===== src/hw/tcdm_pkg.sv =====
// ##########################################################
// tcdm package: word and address widths, command opcodes
// and streamer states shared across the subsystem
// ##########################################################

`default_nettype none

package tcdm_pkg;

  // memory word, always written in full
  localparam int unsigned DATA_W = 32;

  // global word address, bytes are never addressed
  localparam int unsigned ADDR_W = 16;

  // command opcode, read matches the wen polarity on the channels
  typedef enum logic {
    OP_WRITE = 1'b0,
    OP_READ  = 1'b1
  } tcdm_op_e;

  typedef enum logic [1:0] {
    IDLE  = 2'd0, // waiting for a command
    RUN   = 2'd1, // issuing lockstep steps
    DRAIN = 2'd2  // last read response still in flight
  } strm_state_e;

endpackage

`default_nettype wire


===== src/hw/tcdm_streamer.sv =====
// ##########################################################
// tcdm streamer: turns a command into lockstep channel
// accesses and returns the read data of every step
// ##########################################################

`timescale 1ns/10ps
`default_nettype none

module tcdm_streamer #(
  parameter int unsigned NB_CHAN = 4,
  parameter int unsigned NB_BANK = 8
) (
  input  logic                                     clk_i,
  input  logic                                     rst_ni,

  // command
  input  logic                                     start_i,
  input  tcdm_pkg::tcdm_op_e                       op_i,
  input  logic [tcdm_pkg::ADDR_W-1:0]              base_i,
  input  logic [tcdm_pkg::ADDR_W-1:0]              nwords_i,

  // write stream in, read stream out
  input  logic [NB_CHAN-1:0][tcdm_pkg::DATA_W-1:0] wdata_i,
  input  logic                                     wvalid_i,
  output logic                                     wready_o,
  output logic [NB_CHAN-1:0][tcdm_pkg::DATA_W-1:0] rdata_o,
  output logic                                     rvalid_o,
  output logic                                     busy_o,
  output logic                                     done_o,

  // channel side towards the reorder block
  output logic [$clog2(NB_BANK)-1:0]               order_o,
  output logic [NB_CHAN-1:0]                       ch_req_o,
  output logic [NB_CHAN-1:0][tcdm_pkg::ADDR_W-1:0] ch_add_o,
  output logic [NB_CHAN-1:0]                       ch_wen_o,
  output logic [NB_CHAN-1:0][tcdm_pkg::DATA_W-1:0] ch_wdata_o,
  input  logic                                     ch_gnt_i,
  input  logic [NB_CHAN-1:0][tcdm_pkg::DATA_W-1:0] ch_rdata_i,
  input  logic                                     ch_rvalid_i
);

  import tcdm_pkg::*;

  localparam int unsigned BANK_AW = $clog2(NB_BANK);

  strm_state_e       state_q;
  strm_state_e       state_d;
  tcdm_op_e          op_q;
  logic [ADDR_W-1:0] addr_q;    // word address of channel 0
  logic [ADDR_W-1:0] left_q;    // steps still to issue
  logic              done_q;
  logic              step_req;  // all channels ask together
  logic              step_ok;   // handshake of the current step
  logic              last_step;

  // writes only go out when a beat is offered
  assign step_req  = (state_q == RUN) && ((op_q == OP_READ) || wvalid_i);
  assign step_ok   = step_req && ch_gnt_i;
  assign last_step = (left_q == ADDR_W'(1));

  always_comb begin
    state_d = state_q;
    unique case (state_q)
      IDLE: begin
        if (start_i && (nwords_i != '0)) begin
          state_d = RUN;
        end
      end
      RUN: begin
        if (step_ok && last_step) begin
          state_d = (op_q == OP_READ) ? DRAIN : IDLE;
        end
      end
      DRAIN: begin
        if (ch_rvalid_i) begin // fixed latency, so this is the last one
          state_d = IDLE;
        end
      end
      default: state_d = IDLE;
    endcase
  end

  always_ff @(posedge clk_i or negedge rst_ni) begin
    if (!rst_ni) begin
      state_q <= IDLE;
      op_q    <= OP_WRITE;
      addr_q  <= '0;
      left_q  <= '0;
      done_q  <= 1'b0;
    end else begin
      state_q <= state_d;
      done_q  <= 1'b0;
      if ((state_q == IDLE) && start_i) begin
        op_q   <= op_i;
        addr_q <= base_i;
        left_q <= nwords_i;
        done_q <= (nwords_i == '0); // empty command ends right away
      end else if (step_ok) begin
        addr_q <= addr_q + ADDR_W'(NB_CHAN);
        left_q <= left_q - ADDR_W'(1);
        if (last_step && (op_q == OP_WRITE)) begin
          done_q <= 1'b1;
        end
      end
      if ((state_q == DRAIN) && ch_rvalid_i) begin
        done_q <= 1'b1;
      end
    end
  end

  // channel i always sits one word above channel i-1
  for (genvar i = 0; i < NB_CHAN; i++) begin : gen_chan_add
    assign ch_add_o[i] = addr_q + ADDR_W'(i);
  end

  assign order_o    = addr_q[BANK_AW-1:0]; // bank of channel 0
  assign ch_req_o   = {NB_CHAN{step_req}};
  assign ch_wen_o   = {NB_CHAN{op_q == OP_READ}};
  assign ch_wdata_o = wdata_i;
  assign wready_o   = step_ok && (op_q == OP_WRITE);

  // responses are already back in channel order
  assign rdata_o  = ch_rdata_i;
  assign rvalid_o = ch_rvalid_i;

  assign busy_o = (state_q != IDLE);
  assign done_o = done_q;

endmodule

`default_nettype wire


===== config.mk =====
export PLATFORM = sky130hd
export DESIGN_NAME = tcdm_streamer
export DESIGN_NICKNAME = d
export VERILOG_FILES = /design/src/hw/tcdm_pkg.sv /design/src/hw/tcdm_streamer.sv
export SDC_FILE = /design/constraint.sdc
export NUM_CORES = 1
export LEC_CHECK = 0
export BUFFER_PORTS_ARGS = -buffer_cell sky130_fd_sc_hd__buf_2
export CORE_AREA = 4 4 244 246
export CTS_BUF_LIST = sky130_fd_sc_hd__clkbuf_16
export CTS_CLUSTER_SIZE = 28
export DETAILED_ROUTE_END_ITERATION = 8
export DIE_AREA = 0 0 248 250
export GPL_TIMING_DRIVEN = 0
export PLACE_DENSITY = 0.37
export SLEW_MARGIN = 20
export SYNTH_ARGS = -nofsm -noshare
export SYNTH_HDL_FRONTEND = slang
export SYNTH_SLANG_ARGS = --single-unit
export TNS_END_PERCENT = 50

===== constraint.sdc =====
create_clock -name clk_i -period 3.8 [get_ports clk_i]
set_input_delay 0.19 -clock clk_i [delete_from_list [all_inputs] [get_ports clk_i]]
set_output_delay 0.19 -clock clk_i [all_outputs]
set_load 0.01 [all_outputs]

Yosys cells after proc, flatten, opt, wreduce, memory -nomap -nowiden:

Cells that the tools add are included.

* bits in registers: 36
* output and inout port bits: 335

* $add $sub $neg: 5
* eq/ne operators: 6
* muxes and demuxes: 13
* bitwise gates (word level): 1
* reduce and logical (&&, ||, !) cells: 15

Operator list (number)
* $mux W16: 4
* $add A16 B2 Y16 const B: 2
* $add A16 B1 Y16 const B: 1
* $add A16 B3 Y16 const B: 1
* $eq A16 B1 Y1 const B: 1
* $logic_not A16 Y1: 1
* $reduce_bool A16 Y1: 1
* $sub A16 B1 Y16 const B: 1
* $logic_and A1 B1 Y1: 8
* $mux W2: 4
* $pmux W2 S3: 1
* $mux W1: 4
* $ne A2 B2 Y1 const B: 2
* $reduce_bool A2 Y1: 2
* $reduce_and A3 Y1: 1
* $eq A2 B1 Y1 const B: 1
* $eq A2 B2 Y1 const B: 1
* $logic_not A2 Y1: 1
* $ne A2 B1 Y1 const B: 1
* $logic_or A1 B1 Y1: 1
* $not A1 Y1: 1

Depth between registers and ports, before layout:

* depth after elaboration: 6
* gate-level depth with buffers: 6

Worst setup path before layout:

Ideal clock, no wire load.

* path kind: register -> output
* start: register addr_q[2]
* end: output ch_add_o[58] (netlist name)
* data arrival time: 1.847 ns
* setup slack: 1.763 ns
* stages on the path, launching flop included: 7
* path buffers: 1
* cell sequence: dfrtp_1 ha_1 and3_1 clkbuf_1 and3_1 nor2b_1 xor2_1

RTL lines
* start: declaration: RTL line tcdm_streamer.sv:49 `logic [ADDR_W-1:0] addr_q;`
* start signal: assignment: RTL line tcdm_streamer.sv:95 `addr_q <= base_i;`
* start signal: assignment: RTL line tcdm_streamer.sv:99 `addr_q <= addr_q + ADDR_W'(NB_CHAN);`
* end: declaration: RTL line tcdm_streamer.sv:34 `output logic [NB_CHAN-1:0][tcdm_pkg::ADDR_W-1:0] ch_add_o,`

==> results.toml <==
[floorplan]
fp.dieW_um = 248
core_um2 = 57400
fp.dieH_um = 250
row_count = 88
die_area_um2 = 62000
initial_core_util_pct = 8.34
ios = 630

[clocking]
numCtsBuffers = 5
postCtsResizedCells = 0
cts_sinks = 36
cts_hold_buf = 0
insertion_delay_ns = 0.29
cts_tree = "yes"
cts_buffer_depth = 2
htreeDepth = 2
cts.clk_slew.worst_paths_ns = 0.07
clockRootBuffer = "clkbuf_16"
cts_setup_buffers = 0

[synthesis]
ys_warn_count = 0
synth_edf_count = 0
syn_nets = 909
synth_cell_types = 44
avgSynthCellArea_um2 = 7.88
synth_cells = 607
ys_seq_area_share_pct = 18.8
ys_ff_latch = 36
synth-async-reset-ratio_pct = 100
synth_area_um2 = 4790
synth_flop_cell = "dfrtp_1"

[sta]
setup_viol = 0
maxSlewViolCount = 0
tightest_slew_ns = 0.976
fin_setup_tns_ns = 0
relSlewSlack_pct = 34.9
holdWs_ns = 0.0431
fin_crit_ns = 3.29
hold_viol = 0
fmax_ghz = 0.304
rsz0062_at_grt = "false"
clock_skew_ns = 0.00944
finalCritPeriodShare_pct = 86.6

[finish]
drive_above_1_share_pct = 67.1
fin_util_pct = 13.6
nets = 1290
final_common_cell = "buf_2"
area_growth_pct = 62.5
layout_common_cells = "376 x buf_2, 270 x buf_4, 44 x nand2_1"

[detailed_routing]
ant_nets = 0
vias_per_cell = 3.03
drtPass1Iterations = 4
initialDrtViolationCount = 242
post_drt_wl_per_cell_um = 15.1
num_vias = 5313
drc = 0
route.final.wire_length_mm = 26.5

[placed_design]
routabilityCongestion = 0.799
dp_hpwl_mm = 23.2
port_buffers = 373

[critical_path]
crit_fanout = 10
cpPeakStageDelay_ns = 0.79
critPathMostFrequentCell = "and3_1"
cp-end-kind = "output port"
crit_type = "flop to output port"
worstPathRequired_ns = 3.61
path_cells = "ha_1, and3_1, clkbuf_1, and3_1, nand2_1, xnor2_1, buf_2"
cp_slowest_cell = "dfrtp_1"
cp-start-kind = "flop"
path_buf_inv = 2
crit_arrival_ns = 3.10
crit_family = "flip-flops"

[grt]
grt_pass1_vias = 5447
grt_overflow_total = 0
grt_max_degree = 37
antenna_found_initial = 4
grt_util_all_layers_pct = 7.63
grt_pass1_wl_mm = 35.5

[pwr]
power.leakage_nw = 4.03
power.density_nw_per_um2 = 441
max-vdd-ir-drop_mv = 0.206

[run_status]
outcome = "finished clean"

[flow_run]
drv_cap = 0

[worst_hold_path]
hp-class = "input pin to asynchronous set/reset pin"
-- routing by layer --
metal / track usage, % / routed length [µm]
met1: 8.87 / 10000
met2: 14.7 / 14100
met3: 1.46 / 2140
met4: 0.838 / 261
met5: 0 / 0
-- sequential cells by signal, summed over array words and instances (netlist names) --
register / cells
addr_q: 16
left_q: 16
state_q: 2
done_o: 1
op_q: 1
-- area by class of cell --
type	instances	area, µm²
Sequential cell	36	901
Antenna cell	2	5.00
Tap cell	765	957
Buffer	295	2120
Timing Repair Buffer	374	1880
Fill cell	6602	49600
Clock buffer	5	125
Inverter	10	37.5
Clock inverter	3	15.0
Multi-Input combinational cell	266	1730
-- through the flow --
stage	cell area [µm²]	cells	worst slack (ns)	power [mW]
floorplan	4790	607	1.76	2.05
global placement	7610	1745	0.721	3.07
detailed placement	7630	1746	0.742	3.07
CTS	7770	1754	0.387	3.52
global route	7770	1754	0.277	3.71
finish	7780	1756	0.509	3.43
-- synthesized netlist by cell type, types with 5 or more instances --
cell type | count | area, µm²
xor2_1 | 16 | 140
dfrtp_1 | 36 | 901
xnor2_1 | 26 | 228
a221o_1 | 7 | 70.1
nand3_1 | 17 | 85.1
nand4_1 | 10 | 62.6
o21ai_0 | 18 | 90.1
or4_1 | 7 | 52.6
nor3_1 | 14 | 70.1
ha_1 | 7 | 87.6
buf_4 | 270 | 2030
nor2_1 | 21 | 78.8
nand2_1 | 44 | 165
o31ai_1 | 6 | 45.0
clkbuf_1 | 19 | 71.3
and3_1 | 5 | 31.3
inv_1 | 10 | 37.5
nor4_1 | 8 | 50.1
o311ai_0 | 9 | 78.8
-- path summary, 6_finish.rpt --
kind                                        startpoint                      to  slack [ns]  depth (start not counted)
worst min-delay path                            rst_ni   addr_q[5]$_DFFE_PN0P_        0.04                          1
min in group clk_i                           base_i[5]   addr_q[5]$_DFFE_PN0P_        0.11                          3
worst max register to register   addr_q[2]$_DFFE_PN0P_  addr_q[10]$_DFFE_PN0P_        0.95                          6
worst min register to register  left_q[14]$_DFFE_PN0P_  left_q[14]$_DFFE_PN0P_        0.54                          1
max in group asynchronous                       rst_ni        done_o$_DFF_PN0_        3.12                          1
worst max-delay path             addr_q[2]$_DFFE_PN0P_            ch_add_o[42]        0.51                          7
-- cell families (layout without fill, tap and decap cells) --
family / Yosys count / count (layout) / share of synthesized area (%)
AO/OA/AOI/OAI: 63 / 63 / 9.62
XOR/XNOR: 42 / 42 / 7.69
adder cells (fa/ha/maj): 7 / 7 / 1.83
buffers and inverters: 305 / 687 / 45.2
flip-flops: 36 / 36 / 18.8
other: 0 / 2 / 0
AND/OR/NAND/NOR: 154 / 154 / 16.9
-- power breakdown --
part	leakage [nW]	internal (mW)	switching, mW	total [mW]
Sequential	0.455	0.537	0.213	0.750
Combinational	3.50	0.983	1.28	2.26
Clock	0.0687	0.239	0.181	0.420
Total	4.03	1.76	1.67	3.43
(Power assumes the default switching activity.)
