### config.mk
export PLATFORM = sky130hd
export DESIGN_NAME = tcdm_reorder
export DESIGN_NICKNAME = d
export VERILOG_FILES = /design/src/hw/tcdm_pkg.sv /design/src/hw/tcdm_reorder.sv
export SDC_FILE = /design/constraint.sdc
export NUM_CORES = 1
export LEC_CHECK = 0
export BUFFER_PORTS_ARGS = -buffer_cell sky130_fd_sc_hd__buf_4
export CORE_AREA = 2 2 362 364
export CTS_CLUSTER_DIAMETER = 60
export DETAILED_ROUTE_END_ITERATION = 10
export DIE_AREA = 0 0 364 366
export MAX_ROUTING_LAYER = met4
export SYNTH_ARGS = -nofsm -noshare
export SYNTH_HDL_FRONTEND = slang
export SYNTH_SLANG_ARGS = --single-unit
### constraint.sdc
create_clock -name clk_i -period 4.7 [get_ports clk_i]
set_input_delay 1.41 -clock clk_i [delete_from_list [all_inputs] [get_ports clk_i]]
set_output_delay 1.41 -clock clk_i [all_outputs]
set_load 0.005 [all_outputs]
### src/hw/tcdm_pkg.sv
// ##########################################################
// tcdm package: word and address widths, command opcodes
// and streamer states shared across the subsystem
// ##########################################################

`default_nettype none

package tcdm_pkg;

  // memory word, always written in full
  localparam int unsigned DATA_W = 32;

  // global word address, bytes are never addressed
  localparam int unsigned ADDR_W = 16;

  // command opcode, read matches the wen polarity on the channels
  typedef enum logic {
    OP_WRITE = 1'b0,
    OP_READ  = 1'b1
  } tcdm_op_e;

  typedef enum logic [1:0] {
    IDLE  = 2'd0, // waiting for a command
    RUN   = 2'd1, // issuing lockstep steps
    DRAIN = 2'd2  // last read response still in flight
  } strm_state_e;

endpackage

`default_nettype wire

### src/hw/tcdm_reorder.sv
// ##########################################################
// tcdm reorder: rotates lockstep channel requests onto
// interleaved banks and read responses back onto channels
// ##########################################################

`timescale 1ns/10ps
`default_nettype none

module tcdm_reorder #(
  parameter int unsigned NB_CHAN    = 4,
  parameter int unsigned NB_BANK    = 8,
  parameter int unsigned BANK_DEPTH = 64
) (
  input  logic                                     clk_i,
  input  logic                                     rst_ni,
  input  logic [$clog2(NB_BANK)-1:0]               order_i,

  // channel side
  input  logic [NB_CHAN-1:0]                       ch_req_i,
  input  logic [NB_CHAN-1:0][tcdm_pkg::ADDR_W-1:0] ch_add_i,
  input  logic [NB_CHAN-1:0]                       ch_wen_i,
  input  logic [NB_CHAN-1:0][tcdm_pkg::DATA_W-1:0] ch_wdata_i,
  output logic                                     ch_gnt_o,
  output logic [NB_CHAN-1:0][tcdm_pkg::DATA_W-1:0] ch_rdata_o,
  output logic                                     ch_rvalid_o,

  // bank side
  output logic [NB_BANK-1:0]                       bk_req_o,
  output logic [NB_BANK-1:0][$clog2(BANK_DEPTH)-1:0] bk_add_o,
  output logic [NB_BANK-1:0]                       bk_wen_o,
  output logic [NB_BANK-1:0][tcdm_pkg::DATA_W-1:0] bk_wdata_o,
  input  logic [NB_BANK-1:0]                       bk_gnt_i,
  input  logic [NB_BANK-1:0][tcdm_pkg::DATA_W-1:0] bk_rdata_i
);

  localparam int unsigned BANK_AW  = $clog2(NB_BANK);
  localparam int unsigned DEPTH_AW = $clog2(BANK_DEPTH);

  logic [NB_CHAN-1:0][NB_BANK-1:0] ma_req;  // one-hot bank per channel
  logic [BANK_AW-1:0]              order_q; // rotation of the last granted step
  logic                            rd_q;    // last granted step was a read

  // one shared grant, every addressed bank has to agree
  assign ch_gnt_o = &(~bk_req_o | bk_gnt_i);

  for (genvar i = 0; i < NB_CHAN; i++) begin : gen_chan
    logic [BANK_AW-1:0] bank_sel;
    logic [BANK_AW-1:0] resp_sel;

    assign bank_sel = order_i + BANK_AW'(i); // wraps modulo NB_BANK
    assign resp_sel = order_q + BANK_AW'(i);

    // channel 0 speaks for all channels
    assign ma_req[i] = ch_req_i[0] ? (NB_BANK'(1) << bank_sel) : '0;

    assign ch_rdata_o[i] = bk_rdata_i[resp_sel];
  end

  // banks see at most one channel, so OR-ing is enough
  always_comb begin
    for (int b = 0; b < NB_BANK; b++) begin
      bk_req_o[b]   = 1'b0;
      bk_add_o[b]   = '0;
      bk_wen_o[b]   = ch_wen_i[0];
      bk_wdata_o[b] = '0;
      for (int j = 0; j < NB_CHAN; j++) begin
        bk_req_o[b]   |= ma_req[j][b];
        // row inside the bank is word address / NB_BANK
        bk_add_o[b]   |= ma_req[j][b] ? ch_add_i[j][BANK_AW +: DEPTH_AW] : '0;
        bk_wdata_o[b] |= ma_req[j][b] ? ch_wdata_i[j] : '0;
      end
    end
  end

  always_ff @(posedge clk_i or negedge rst_ni) begin
    if (!rst_ni) begin
      order_q <= '0;
      rd_q    <= 1'b0;
    end else begin
      rd_q <= ch_req_i[0] & ch_wen_i[0] & ch_gnt_o;
      if (ch_req_i[0] && ch_gnt_o) begin
        order_q <= order_i; // steers next cycle's responses
      end
    end
  end

  assign ch_rvalid_o = rd_q; // fixed latency of one

endmodule

`default_nettype wire

# After elaboration in Yosys (flattened, before gate mapping)
# Index checks and enable logic that the tools add are counted.
[op_classes] addsub=6 order_cmp=4 shifts=4 n_mux=76 bitwise=76 reduce_logical=2
[ops] cell="32-bit two-way mux" count=36
[ops] cell="32-bit OR" count=24
[ops] cell="32-bit binary-select mux with 3-bit select" count=4
[ops] cell="6-bit two-way mux" count=32
[ops] cell="6-bit OR" count=24
[ops] cell="8-bit two-way mux" count=4
[ops] cell="1-bit by 3-bit << shifter with 8-bit output, first input constant" count=4
[ops] cell="1-bit OR" count=24
[ops] cell="3-bit by 4-bit < comparator with 1-bit output, second input constant" count=4
[ops] cell="3-bit by 2-bit adder with 3-bit output, second input constant" count=4
[ops] cell="8-bit NOT" count=1
[ops] cell="8-bit OR" count=1
[ops] cell="8-bit AND reduction" count=1
[ops] cell="3-bit by 1-bit adder with 3-bit output, second input constant" count=2
[ops] cell="1-bit AND" count=2
[ops] cell="1-bit logical AND" count=1
[word_totals] reg_bits=4 input_bits=469 out_inout_bits=450 word_cells=170

# Longest topological paths before layout
# Gate-level depths: netlist (run 1).
[depth] word_depth=10 ltp_mapped=9 depth_no_buf=5

# Least setup slack after synthesis (run 1)
# No wires, ideal clock.
[synth_path] path_type="in2out" from="input order_i[2]" to="output bk_wdata_o[168] (netlist bit)" t_arrival_ps=2563 required_time_ps=3290 setup_slack_ps=727 cell_stages=8 path_buffers=3 cell_sequence="buf_2 > inv_2 > nand2_2 > nor2_2 > buf_2 > buf_2 > a22oi_1 > nand2_1"
[synth_lines] item="start: declaration" line="tcdm_reorder.sv:16" rtl="input logic [$clog2(NB_BANK)-1:0] order_i,"
[synth_lines] item="end: declaration" line="tcdm_reorder.sv:31" rtl="output logic [NB_BANK-1:0][tcdm_pkg::DATA_W-1:0] bk_wdata_o,"

==> results of run 1 <==
[final cells by class]
class	count	share of cell area, %
diodes	27	0.300
clock buffers	4	0.350
inverters	8	0.144
multi-input cells	1238	54.7
flip-flops and latches	4	0.477
well taps	1742	9.66
repair buffers	972	34.4
[synthesized netlist by cell type (all sizes together)]
cell type	number	area, sq um
inv	8	30.0
xor2	2	25.0
and2	4	25.0
o311ai	2	25.0
nor2	11	56.3
clkbuf	181	689
a22o	106	928
mux2	259	3340
a221o	105	1050
dfrtp	4	100
o211ai	2	15.0
nor2b	1	6.26
ha	2	25.0
nand2	204	773
a21oi	3	15.0
buf	168	1020
nand3	1	5.00
o22ai	1	12.5
a22oi	398	2990
nand2b	3	18.8
xnor2	3	33.8
nor3	3	48.8
mux4	128	2880
[logic make-up (layout without fill, tap and decap cells)]
family                   after synthesis  count (layout)  synth area share, %
XOR/XNOR                               5               5                0.417
flip-flops                             4               4                0.709
buffers and inverters                357             984                 12.4
AO/OA/AOI/OAI                        617             617                 35.7
multiplexers                         387             387                 44.1
AND/OR/NAND/NOR                      227             227                 6.61
adder cells (fa/ha/maj)                2               2                0.177
other                                  0              27                    0
[how the worst min path moves through the flow]
stage	from	endpoint	cells past startpoint
detailed placement	order_q[1]$_DFFE_PN0P_	order_q[1]$_DFFE_PN0P_	1
global route	order_q[1]$_DFFE_PN0P_	order_q[1]$_DFFE_PN0P_	1
CTS	order_q[1]$_DFFE_PN0P_	order_q[1]$_DFFE_PN0P_	1
global placement	order_q[1]$_DFFE_PN0P_	order_q[1]$_DFFE_PN0P_	1
finish	order_q[1]$_DFFE_PN0P_	order_q[1]$_DFFE_PN0P_	1
floorplan	order_q[1]$_DFFE_PN0P_	order_q[1]$_DFFE_PN0P_	1
[sequential cells by signal, indices dropped and copies added (netlist names)]
register	count
order_q	3
ch_rvalid_o	1
[power breakdown]
part           total [W]  switching (W)  internal, W  leakage [nW]
logic            0.00710        0.00357      0.00353          9.84
registers      0.0000597      0.0000126    0.0000470        0.0476
clock network   0.000143      0.0000302     0.000113        0.0383
total            0.00731        0.00362      0.00369          9.93
[through the flow]
step | cells | cell area (sq um)
CTS | 3968 | 22500
finish | 3995 | 22600
detailed placement | 3964 | 22400
global route | 3994 | 22600
global placement | 3964 | 22400
floorplan | 1599 | 14100
[routing by layer]
metal  GRT usage [%]  up-vias  share of wire [%]
met5               -        -                  0
met4            3.73        0                2.2
met3            4.87      113                 10
met2            26.1     1320                 48
met1            18.5     9453                 39
li1                -     7743                  -
[critical path: stages]
cell     delay (ns)
buf_4          0.15
inv_2          0.11
nand2_2        0.22
nor2_4         0.19
buf_12         0.23
buf_12         0.24
a22oi_1        0.11
nand2_1        0.14
buf_4          0.19
==> impl_results.md, run 1 <==
- Outcome: finished clean
- Sink Count: 4
- Post-route ant nets: 0
- P per Cell Area: 324 nW/um^2
- Row count: 132
- Min-delay worst type: flip-flop to flip-flop
- Critical Path Start: order_i[2]
- Core Area: 129,000 sq um
- Share of layout cells above drive strength 1: 57.6%
- Post-Syn Area: 14,100 sq um
- Initial antenna violation count: 33
- Total area of sequential cells: 108 sq um
- Peak VDD IR: 277 uV
- Clk Latency, worst-skew pair: 0.23 ns
- CP endpoint kind: output port
- F_max: 223 MHz
- DR vias: 18,600
- Setup TNS: 0 ns
- Drt drc: 0
- Total CTS buffers: 3
- Post-CTS Setup Bufs: 0
- H-tree Lvls: 1
- Iter 0 DRT Violations: 1,985
- Gate Count Post-Synth: 1,599
- I/O pin cnt: 919
- Origin of the critical flop-to-flop path: order_q[0]$_DFFE_PN0P_
- Largest net degree at the start of global routing: 151
- Wirelength, routed: 111,000 microns
- Die H: 366 microns
- Gpl congestion: 1.02
- Slew Viols, Final: 0
- Fillers: 14,500
- Highest-count cells in the layout ignoring fill and taps: buf_4, a22oi_1, nand2_1
- Area Growth Syn to Fin: 59.8%
- Syn avg cell area: 8.83 sq um
- Hold Vio Cnt, Final: 0
- Synth Warn #: 0
- Synth Register Bits: 4
- Final Util: 17.5%
- First drt pass iteration count: 6
- Vias in the first global route: 17,200
- Seq/Total Area, Yosys: 0.709%
- Register-to-register setup slack: 3.24 ns
- WS Path Type: input port to output port
- Max_slew headroom: 31.4%
- Clk_skew: 0 ns
- Vias per cell: 4.66
- R2R depth: 3
- Root Driver: clkbuf_16
- Die area: 133,000 sq um
- Count of different cell masters after synthesis: 35
- Worst hold margin: 0.586 ns
- Final worst-path cycle share: 95.4%
- WL/cell: 27.8 microns
- RSZ-0062 raised after global routing: no
- Initial core utilization: 10.9%
- GRT Overall Usage: 15.8%
- Fin nets: 2,698
- Port Buffers: 872
- Multi-input logic area: 12,300 sq um
- Setup crit end: bk_add_o[16]
- Slew at the pin with the worst max-slew slack: 1.03 ns
- Fin crit period: 4.49 ns
- Worst Setup Start Kind: input port
- Syn nets: 2,070
- Clock Path Buffers: 2
- CP Data Required Time: 3.29 ns
- Worst flop-to-flop path endpoint: order_q[0]$_DFFE_PN0P_
- Max Cap Viol: 0
- Critical Path AT: 3.08 ns
- Pre-CTS setup slack: 0.207 ns
- Lkg Pwr: 9.93 nW
- Total Power: 0.00731 W
- Commonest non-fill, non-tap cell in the layout: buf_4
- Final setup vio count: 0
- Grt total ovfl: 0
- Hold Buf Count CTS: 0
- Clock-pin slew on the worst setup and hold paths: 0.04 ns
- PostCTS Resize Cnt: 0
- Horiz. Die Dim: 364 microns
- Final HPWL DP: 94,100 microns
- Setup ws final: 0.214 ns
- CTS tree: done
- First-pass GRT wire length: 146,000 microns
- CP Max Fanout: 35
(Power assumes the default switching activity.)
==> run 2: changes to the inputs <==
Settings changed: CTS_BUF_LIST set to sky130_fd_sc_hd__clkbuf_4 sky130_fd_sc_hd__clkbuf_8.
==> run 2 against run 1 <==
Core utilization barely moved. Fmax hardly changed. Critical path type unchanged. Global-route usage barely moved. Critical endpoint unchanged. Hold slack worse by 0.0013 ns. Clock power is 40% lower. Register-to-register slack hardly changed. Sequential share of layout area about the same. Critical path depth is the same. Clock skew unchanged. Non-clock buffer count unchanged. First-iteration DRC count grew 7.5%. Die area unchanged.
==> impl_results.md, run 2 (same netlist as run 1, synthesis figures left out) <==
- Largest net degree at the start of global routing: 151 (unchanged)
- GRT Overall Usage: 15.8% (about the same)
- Row count: 132 (unchanged)
- Max Cap Viol: 0 (unchanged)
- DR vias: 18,500 (-0.66%)
- Die H: 366 microns (unchanged)
- NetSw: 0.00361 W (about the same)
- Drt drc: 0 (unchanged)
- Highest-count cells in the layout ignoring fill and taps: buf_4, a22oi_1, nand2_1
- Sequential fraction of design power: 0.8% (about the same)
- Post-CTS Setup Bufs: 0 (unchanged)
- CP Data Required Time: 3.29 ns (about the same)
- Iter 0 DRT Violations: 2,134 (+7.5%)
- P_int: 0.00364 W (-1.3%)
- Hold Buf Count CTS: 0 (unchanged)
- CTS tree: done
- Initial core utilization: 10.9% (unchanged)
- WS Path Type: input port to output port
- Initial antenna violation count: 33 (unchanged)
- Vias per cell: 4.63 (-0.66%)
- Area Growth Syn to Fin: 59.6%
- Max_slew headroom: 31.7% (+0.26 points)
- Clock Path Buffers: 2 (unchanged)
- Clk network pwr share: 1.2% (-0.8 points)
- RSZ-0062 raised after global routing: no
- Clk Latency, worst-skew pair: 0.22 ns (about the same)
- Outcome: finished clean
- Root Driver: clkbuf_8
- Setup crit end: bk_add_o[16]
- Setup TNS: 0 ns (unchanged)
- CP Max Fanout: 35 (unchanged)
- Gpl congestion: 1.02 (unchanged)
- Logic pwr share: 98.0% (+0.8 points)
- First drt pass iteration count: 7 (+1)
- R2R depth: 3 (unchanged)
- Grt total ovfl: 0 (unchanged)
- Commonest non-fill, non-tap cell in the layout: buf_4
- Post-route ant nets: 0 (unchanged)
- Slew Viols, Final: 0 (unchanged)
- I/O pin cnt: 919 (unchanged)
- Hold Vio Cnt, Final: 0 (unchanged)
- Critical Path Start: order_i[2]
- Port Buffers: 872 (unchanged)
- Most flop-heavy register: order_q
- Worst Setup Start Kind: input port
- Peak VDD IR: 277 uV (about the same)
- Vias in the first global route: 17,200 (-0.023%)
- Lkg Pwr: 9.91 nW (-0.12%)
- First-pass GRT wire length: 146,000 microns (about the same)
- Register-to-register setup slack: 3.24 ns (about the same)
- Sink Count: 4 (unchanged)
- Setup ws final: 0.214 ns (+0.0000390 ns)
- Horiz. Die Dim: 364 microns (unchanged)
- Max FFs per register: 3 (unchanged)
- Fin crit period: 4.49 ns (-0.0000390 ns)
- Fin nets: 2,698 (unchanged)
- Slew at the pin with the worst max-slew slack: 1.02 ns (-0.00387 ns)
- Share of layout cells above drive strength 1: 57.7% (about the same)
- CP endpoint kind: output port
- Final worst-path cycle share: 95.4% (about the same)
- Final HPWL DP: 94,100 microns (unchanged)
- Core Area: 129,000 sq um (unchanged)
- F_max: 223 MHz (about the same)
- WL/cell: 27.8 microns (about the same)
- Worst flop-to-flop path endpoint: order_q[0]$_DFFE_PN0P_
- Critical Path AT: 3.08 ns (about the same)
- Clk_skew: 0 ns (unchanged)
- Min-delay worst type: flip-flop to flip-flop
- Pre-CTS setup slack: 0.207 ns (unchanged)
- P per Cell Area: 322 nW/um^2 (-0.56%)
- Origin of the critical flop-to-flop path: order_q[0]$_DFFE_PN0P_
- H-tree Lvls: 1 (unchanged)
- Total CTS buffers: 3 (unchanged)
- Clock-pin slew on the worst setup and hold paths: 0.04 ns (about the same)
- PostCTS Resize Cnt: 0 (unchanged)
- Final setup vio count: 0 (unchanged)
- Wirelength, routed: 111,000 microns (about the same)
- Die area: 133,000 sq um (unchanged)
- Sw Ratio: 49.8% (+0.32 points)
run 2: cell counts in the layout (fill, tap and decap cells not counted):
Identical to the previous run, type by type.
run 2: critical path: stages:
cell and delay (ns):
buf_4 0.15, inv_2 0.11, nand2_2 0.22, nor2_4 0.19
buf_12 0.23, buf_12 0.24, a22oi_1 0.11, nand2_1 0.14
buf_4 0.19
run 2: layout make-up:
class	count	area (sq um)
Sequential cell	4	108
Tap cell	1742	2180
Clock buffer	4	48.8
Timing Repair Buffer	972	7760
Fill cell	14500	106000
Antenna cell	27	67.6
Multi-Input combinational cell	1238	12300
Inverter	8	32.5
run 2: worst min path at each step:
stage                                start                      to  cells after the start
floorplan           order_q[1]$_DFFE_PN0P_  order_q[1]$_DFFE_PN0P_                      1
global placement    order_q[1]$_DFFE_PN0P_  order_q[1]$_DFFE_PN0P_                      1
detailed placement  order_q[1]$_DFFE_PN0P_  order_q[1]$_DFFE_PN0P_                      1
CTS                 order_q[1]$_DFFE_PN0P_  order_q[1]$_DFFE_PN0P_                      1
global route        order_q[1]$_DFFE_PN0P_  order_q[1]$_DFFE_PN0P_                      1
finish              order_q[1]$_DFFE_PN0P_  order_q[1]$_DFFE_PN0P_                      1
run 2: power by group through the flow:
| stage | clock [W] | combinational, W | sequential [W] |
|---|---|---|---|
| 6_report | 0.0000865 | 0.00711 | 0.0000596 |
| 5_1_grt | 0.0000931 | 0.00739 | 0.0000618 |
| 4_1_cts | 0.0000935 | 0.00719 | 0.0000604 |
| 3_5_place_dp | 0 | 0.00712 | 0.0000609 |
| 3_3_place_gp | 0 | 0.00712 | 0.0000607 |
| 2_1_floorplan | 0 | 0.00361 | 0.0000474 |
run 2: per-stage QoR:
stage               power (W)  utilization (%)  area, sq um  std cells  hold WS (ns)
finish                0.00725             17.5        22500       3995         0.585
global route          0.00755             17.5        22500       3994         0.615
CTS                   0.00734             17.4        22500       3968         0.596
detailed placement    0.00718             17.4        22400       3964         0.586
global placement      0.00718             17.4        22400       3964         0.571
floorplan             0.00366                -        14100       1599         0.485
run 2: per-layer routing:
| layer | part of all wire (%) | vias to the layer above | GRT usage, % |
|---|---|---|---|
| met2 | 48 | 1278 | 26.1 |
| li1 | - | 7739 | - |
| met4 | 2.4 | 0 | 3.73 |
| met1 | 39 | 9368 | 18.5 |
| met5 | 0 | - | - |
| met3 | 10 | 121 | 4.86 |
